`config.mk`:
```
export PLATFORM = sky130hd
export DESIGN_NAME = dcache_miss_seq
export DESIGN_NICKNAME = d
export VERILOG_FILES = /design/src/dcache_addr_pkg.sv /design/src/dcache_line_pkg.sv /design/src/dcache_miss_seq.sv
export VERILOG_INCLUDE_DIRS = /design/src
export SDC_FILE = /design/constraint.sdc
export NUM_CORES = 1
export LEC_CHECK = 0
export BUFFER_PORTS_ARGS = -buffer_cell sky130_fd_sc_hd__buf_2
export CORE_AREA = 2 2 231 233
export DETAILED_ROUTE_END_ITERATION = 10
export DIE_AREA = 0 0 233 235
export GPL_TIMING_DRIVEN = 0
export PLACE_DENSITY = 0.38
export SKIP_CTS_REPAIR_TIMING = 1
export SYNTH_ARGS = -nofsm -noshare
export SYNTH_HDL_FRONTEND = slang
export SYNTH_SLANG_ARGS = --single-unit
```
`constraint.sdc`:
```
create_clock -name CLK -period 1.8 [get_ports CLK]
set_input_delay 0.36 -clock CLK [delete_from_list [all_inputs] [get_ports CLK]]
set_output_delay 0.36 -clock CLK [all_outputs]
set_load 0.03 [all_outputs]
```
`src/dcache_defs.svh`:
```
`ifndef DCACHE_DEFS_SVH
`define DCACHE_DEFS_SVH

// address and data widths
`define DCACHE_ADDR_W 32
`define DCACHE_WORD_W 32
`define DCACHE_LINE_W 256

// geometry, 2 ways of 512 sets with 32-byte lines
`define DCACHE_SETS 512
`define DCACHE_TAG_W 18
`define DCACHE_INDEX_W 9
`define DCACHE_OFFSET_W 5
`define DCACHE_WORDS 8

// miss sequence timing in cycles
`define DCACHE_MISS_CYCLES 11
`define DCACHE_WB_CYCLE 1

// shown on the memory address bus between transfers
`define DCACHE_IDLE_ADDR 32'hdead_beef

`endif

```
`src/dcache_addr_pkg.sv`:
```
`include "dcache_defs.svh"

package dcache_addr_pkg;

	typedef logic [`DCACHE_ADDR_W-1:0] addr_t;
	typedef logic [`DCACHE_TAG_W-1:0] tag_t;
	typedef logic [`DCACHE_INDEX_W-1:0] index_t;
	typedef logic [`DCACHE_OFFSET_W-3:0] word_sel_t;

	function automatic tag_t addr_tag(addr_t a);
		return a[`DCACHE_ADDR_W-1 -: `DCACHE_TAG_W];
	endfunction

	function automatic index_t addr_index(addr_t a);
		return a[`DCACHE_OFFSET_W +: `DCACHE_INDEX_W];
	endfunction

	function automatic word_sel_t addr_word_sel(addr_t a);
		return a[`DCACHE_OFFSET_W-1:2];
	endfunction

	// line-aligned address from tag and set
	function automatic addr_t block_addr(tag_t t, index_t i);
		return {t, i, {`DCACHE_OFFSET_W{1'b0}}};
	endfunction

endpackage

```
`src/dcache_line_pkg.sv`:
```
`include "dcache_defs.svh"

package dcache_line_pkg;

	typedef logic [`DCACHE_WORD_W-1:0] word_t;
	typedef logic [`DCACHE_LINE_W-1:0] line_t;

	// number of low-order bytes written by a store
	typedef enum logic [1:0] {
		SIZE_WORD   = 2'd0,
		SIZE_BYTE   = 2'd1,
		SIZE_HALF   = 2'd2,
		SIZE_TRIPLE = 2'd3
	} store_size_e;

	// one tag array entry, 20 bits
	typedef struct packed {
		logic [`DCACHE_TAG_W-1:0] tag;
		logic                     valid;
		logic                     dirty;
	} tag_entry_t;

	typedef logic way_t;

endpackage

```
`src/dcache_miss_seq.sv`:
```
`include "dcache_defs.svh"

module dcache_miss_seq (
	input  logic                        CLK,
	input  logic                        RESET,
	input  logic                        miss,
	input  dcache_addr_pkg::addr_t      addr,
	input  dcache_line_pkg::tag_entry_t victim_entry,
	input  dcache_line_pkg::line_t      victim_line,
	output logic                        fill,
	output logic                        blk_read,
	output logic                        blk_write,
	output dcache_addr_pkg::addr_t      mem_addr,
	output dcache_line_pkg::line_t      write_blk
);

	import dcache_addr_pkg::*;

	localparam int CNT_W = $clog2(`DCACHE_MISS_CYCLES);
	localparam logic [CNT_W-1:0] LAST_CYCLE = CNT_W'(`DCACHE_MISS_CYCLES - 1);
	localparam logic [CNT_W-1:0] WB_CYCLE = CNT_W'(`DCACHE_WB_CYCLE);

	logic [CNT_W-1:0] cycle;
	logic             victim_dirty;
	tag_t             req_tag;
	index_t           req_index;

	assign req_tag      = addr_tag(addr);
	assign req_index    = addr_index(addr);
	assign victim_dirty = victim_entry.valid && victim_entry.dirty;

	// miss cycle count, sits at 0 while idle
	always_ff @(posedge CLK or negedge RESET) begin
		if (!RESET) begin
			cycle <= '0;
		end else if (!miss || cycle == LAST_CYCLE) begin
			cycle <= '0;
		end else begin
			cycle <= cycle + 1'b1;
		end
	end

	// writeback only for a dirty victim
	assign blk_write = miss && (cycle == WB_CYCLE) && victim_dirty;
	assign blk_read  = miss && (cycle == LAST_CYCLE);

	// refill data is captured at the end of the read cycle
	assign fill = blk_read;

	always_comb begin
		if (blk_read) begin
			mem_addr = block_addr(req_tag, req_index);
		end else if (blk_write) begin
			mem_addr = block_addr(victim_entry.tag, req_index);
		end else begin
			mem_addr = `DCACHE_IDLE_ADDR;
		end
	end

	assign write_blk = victim_line;

	a_one_strobe: assert property (
		@(posedge CLK) disable iff (!RESET) !(blk_read && blk_write)
	);

	// requester must hold the access for the whole miss
	a_addr_held: assert property (
		@(posedge CLK) disable iff (!RESET) miss ##1 miss |-> $stable(addr)
	);

endmodule

```
; Word level (Yosys, flattened, before mapping)
; Cells that the tools add are included.
[word_totals]
regBits = 4
in_bits = 311
wordCells = 13
[classes]
add_sub_neg = 1
n_eq_ne = 2
mux = 3
n_reduce_logical = 6
[op_table]
columns = op, count
row1 = 2-to-1 mux 32 bit, 2
row2 = adder 4 x 1 -> 4 bit (second input constant), 1
row3 = == test 4 x 1 -> 1 bit (second input constant), 1
row4 = == test 4 bit (second input constant), 1
row5 = logical AND 1 bit, 4
row6 = 2-to-1 mux 4 bit, 1
row7 = zero test 1 bit, 1
row8 = logical OR 1 bit, 1

; Depth between registers and ports, before layout
[logic_depth]
word_depth = 5
mapped_depth = 6

; Worst setup path after synthesis
; No wires, ideal clock.
[synth_timing]
path_type = reg-to-output
start = register cycle[1]
end = output port mem_addr[1]
t_arrival_ps = 1685
path_slack_ps = -245
stages_incl_launch_ff = 7
path_buffers = 1
cell_sequence = dfrtp_1 -> inv_1 -> ha_1 -> inv_1 -> o41ai_4 -> inv_1 -> buf_4
[synth_between]
elab_chain_len = 5
word_cells_on_any_way = 7
cone_classes = eq/ne: 2 / mux: 2 / reduce/logical: 3
[synth_lines]
columns = item, line
row1 = "start, declared", dcache_miss_seq.sv:23  ; logic [CNT_W-1:0] cycle;
row2 = "start signal, assigned", dcache_miss_seq.sv:39  ; cycle <= cycle + 1'b1;
row3 = == test 4 x 1 -> 1 bit, dcache_miss_seq.sv:44  ; assign blk_write = miss && (cycle == WB_CYCLE) && victim_dirty;
row4 = logical AND 1 bit (2 in series), dcache_miss_seq.sv:44
row5 = 2-to-1 mux 32 bit, dcache_miss_seq.sv:53  ; end else if (blk_write) begin
row6 = 2-to-1 mux 32 bit (*), dcache_miss_seq.sv:51  ; if (blk_read) begin
row7 = "end, declared", dcache_miss_seq.sv:13  ; output dcache_addr_pkg::addr_t mem_addr,
; Mark *: on every way between the ends. The rest lies on a longest branch, timed or not.

; Worst setup path in the final report
[layout_timing]
start = register cycle[1]
end = output port mem_addr[23]
; The elaborated chain is that of the path after synthesis.

==> summary.txt <==
Final layout
  – Multi-input gate area: 419 sq um
  – Largest registers: cycle: 4 flops
  – Final core occ: 0.101
  – Area grow syn2layout: 112%
  – Top reg by flops: cycle
  – Storage element area: 100 sq um
  – Layout cell share with drive strength beyond 1: 0.930
  – Fillers: 6082
  – Final-stage net count: 990
  – Max FFs per register: 4

Drt
  – # DRC: 0
  – Routed wl met2: 7790 um
  – Antenna-violating nets left: 0
  – Met3 wire len: 1500 um
  – WL/cell: 9.81 um
  – TritonRoute pass-1 iters: 4
  – Vias: 3101
  – Number of DRC markers in iteration 0: 35
  – Met1 Routed Length: 3910 um
  – Total wire length: 13400 um
  – Highest Signal Layer: met4
  – Vias per cell: 2.27

Placement
  – Gpl congestion: 0.751
  – IO Port Bufs: 339
  – Dpl hpwl: 12600 um

Setup path
  – R2r setup slk: 0.65 ns
  – Nature of the critical path endpoint: output pin
  – Crit path arrival time: 1.87 ns
  – Req. time, crit path: 1.44 ns
  – Setup Crit Path Kind: reg -> out
  – CP max-delay cell: dfrtp_1
  – Crit path cell chain: inv_1 -> ha_1 -> and4bb_1 -> nand3_4 -> buf_6 -> o22a_1 -> buf_2
  – CP Launch Type: flop
  – Slowest stage delay, CP: 0.40 ns
  – Critical Path Fanout Max: 10

Die
  – DIE WIDTH: 233 um
  – Die Height: 235 um
  – Core ar.: 52200 sq um
  – Cell Rows: 84
  – I/O pins: 602
  – Initial Util: 0.0476
  – Die area: 54800 sq um

Logic synthesis
  – Commonest cells post-synth: 261 x buf_4, 12 x o22a_1, 10 x nand2b_1
  – Number of synthesized flops with an enable pin: 0
  – Syn nets: 636
  – Synth top area cells: buf_4 79%, o22a_1 4.2%, dfrtp_1 4.0%
  – Share of the synthesized area in the top cell type: 0.788
  – Syn Std Cell Area: 2490 sq um
  – Post-synth ARST share: 1.00
  – Ys flop type: dfrtp_1
  – Register bit total from synthesis: 4
  – Yosys top cell by area: buf_4
  – Yosys warnings: 0
  – Avg Cell Area, Syn: 7.72 sq um
  – Seq/Total Area, Yosys: 0.0402
  – Top-count cell post-synth: buf_4
  – Synth Instances: 322
  – Netlist cell types: 23

Power
  – Leak: 2.86 nW
  – Max IR drop VDD: 0.000411 V
  – Cell area power density: 370 nW/um^2

Global route
  – Gr usage total: 0.0412
  – Initial antenna violation count: 5
  – First-pass GRT wire length: 16700 um
  – Largest net degree at the start of global routing: 11
  – Number of global-route vias before repair: 2861
  – Grt ovf: 0

Timing
  – Final Critical Period: 2.23 ns
  – Final Cycle Share: 1.24
  – Hold_ws: 0.438 ns
  – Fin. Hold Viols: 0
  – Final setup viols: 34
  – Setup WS post-layout: -0.430 ns
  – Max-slew violation count: 0
  – Setup Skew: 0.00154 ns
  – Unrepaired setup endpoints after global routing: yes
  – Max Fclk: 448 MHz

Clocking
  – CTS buffer count: 3
  – Skew-Pair Late Insertion Delay: 0.22 ns
  – CTS root buf: clkbuf_16
  – Clk slew on worst S/H paths: 0.03 ns
  – # clock sinks: 4
  – CTS tree: done
  – CTS Buffer Depth: 2
  – H-tree levels: 1

Status
  – Failing checks: negative setup slack
  – Status: finished with violations

Worst hold path
  – Worst Hold Class: in -> reg

Run
  – Max Cap Viol: 0
-- path summary, 6_finish.rpt --
path / startpoint / endpoint / cells past startpoint
worst min-delay path: miss / cycle[3]$_DFF_PN0_ / 2
worst max-delay path: cycle[1]$_DFF_PN0_ / mem_addr[23] / 7
min in group asynchronous: RESET / cycle[2]$_DFF_PN0_ / 2
worst min register to register: cycle[0]$_DFF_PN0_ / cycle[0]$_DFF_PN0_ / 1
max in group asynchronous: RESET / cycle[0]$_DFF_PN0_ / 2
worst max register to register: cycle[0]$_DFF_PN0_ / cycle[0]$_DFF_PN0_ / 5
-- placed cells by master, fill, tap and decap left out, drive strengths merged, types with 2 or more instances in the layout --
cell / n
a22o: 6
buf: 608
clkbuf: 6
dfrtp: 4
diode: 4
ha: 3
inv: 6
nand2: 3
nand2b: 10
nor2: 2
nor3b: 2
o22a: 12
-- area by class of cell --
type | instances | area share
Inverter | 6 | 0.00475
Multi-Input combinational cell | 49 | 0.0795
Sequential cell | 4 | 0.0190
Tap cell | 688 | 0.163
Antenna cell | 4 | 0.00190
Buffer | 263 | 0.377
Clock buffer | 3 | 0.0142
Timing Repair Buffer | 349 | 0.340
-- through the flow --
step	cells	area, sq um	TNS, ns	power [mW]	setup WS (ns)
global route	1365	5270	-15.13	2.04	-0.509
finish	1366	5270	-11.63	1.95	-0.430
CTS	1352	5150	-32.82	1.96	-1.11
floorplan	322	2510	-0.196	1.23	-0.0653
detailed placement	1349	5070	-24.64	1.61	-0.875
global placement	1349	5070	-24.12	1.62	-0.845
-- metal layers --
layer | vias up | track usage
met5 | - | 0
met4 | 0 | 0.00984
met3 | 10 | 0.00801
met2 | 309 | 0.0925
met1 | 1324 | 0.0349
li1 | 1458 | -
-- where the power goes --
part / switching, mW / internal [mW]
combinational: 0.882 / 0.625
sequential: 0.00714 / 0.0959
clock: 0.0589 / 0.283
-- kinds of logic (layout without fill, tap and decap cells) --
| logic type | Yosys count | after routing | synth area share |
|---|---|---|---|
| other | 1 | 5 | 0.00151 |
| buffers and inverters | 269 | 621 | 0.801 |
| AND/OR/NAND/NOR | 23 | 23 | 0.0594 |
| AO/OA/AOI/OAI | 22 | 22 | 0.0830 |
| flip-flops | 4 | 4 | 0.0402 |
| adder cells (fa/ha/maj) | 3 | 3 | 0.0151 |
-- worst max-delay path: cells and delay by family, from the launching register on --
kind            cells  cell delay, ns
flops               1            0.40
fa+ha+maj           1            0.15
buf+inv             3            0.45
simple gates        2            0.42
compound gates      1            0.21
No activity file was read; power rests on OpenSTA's default activity.
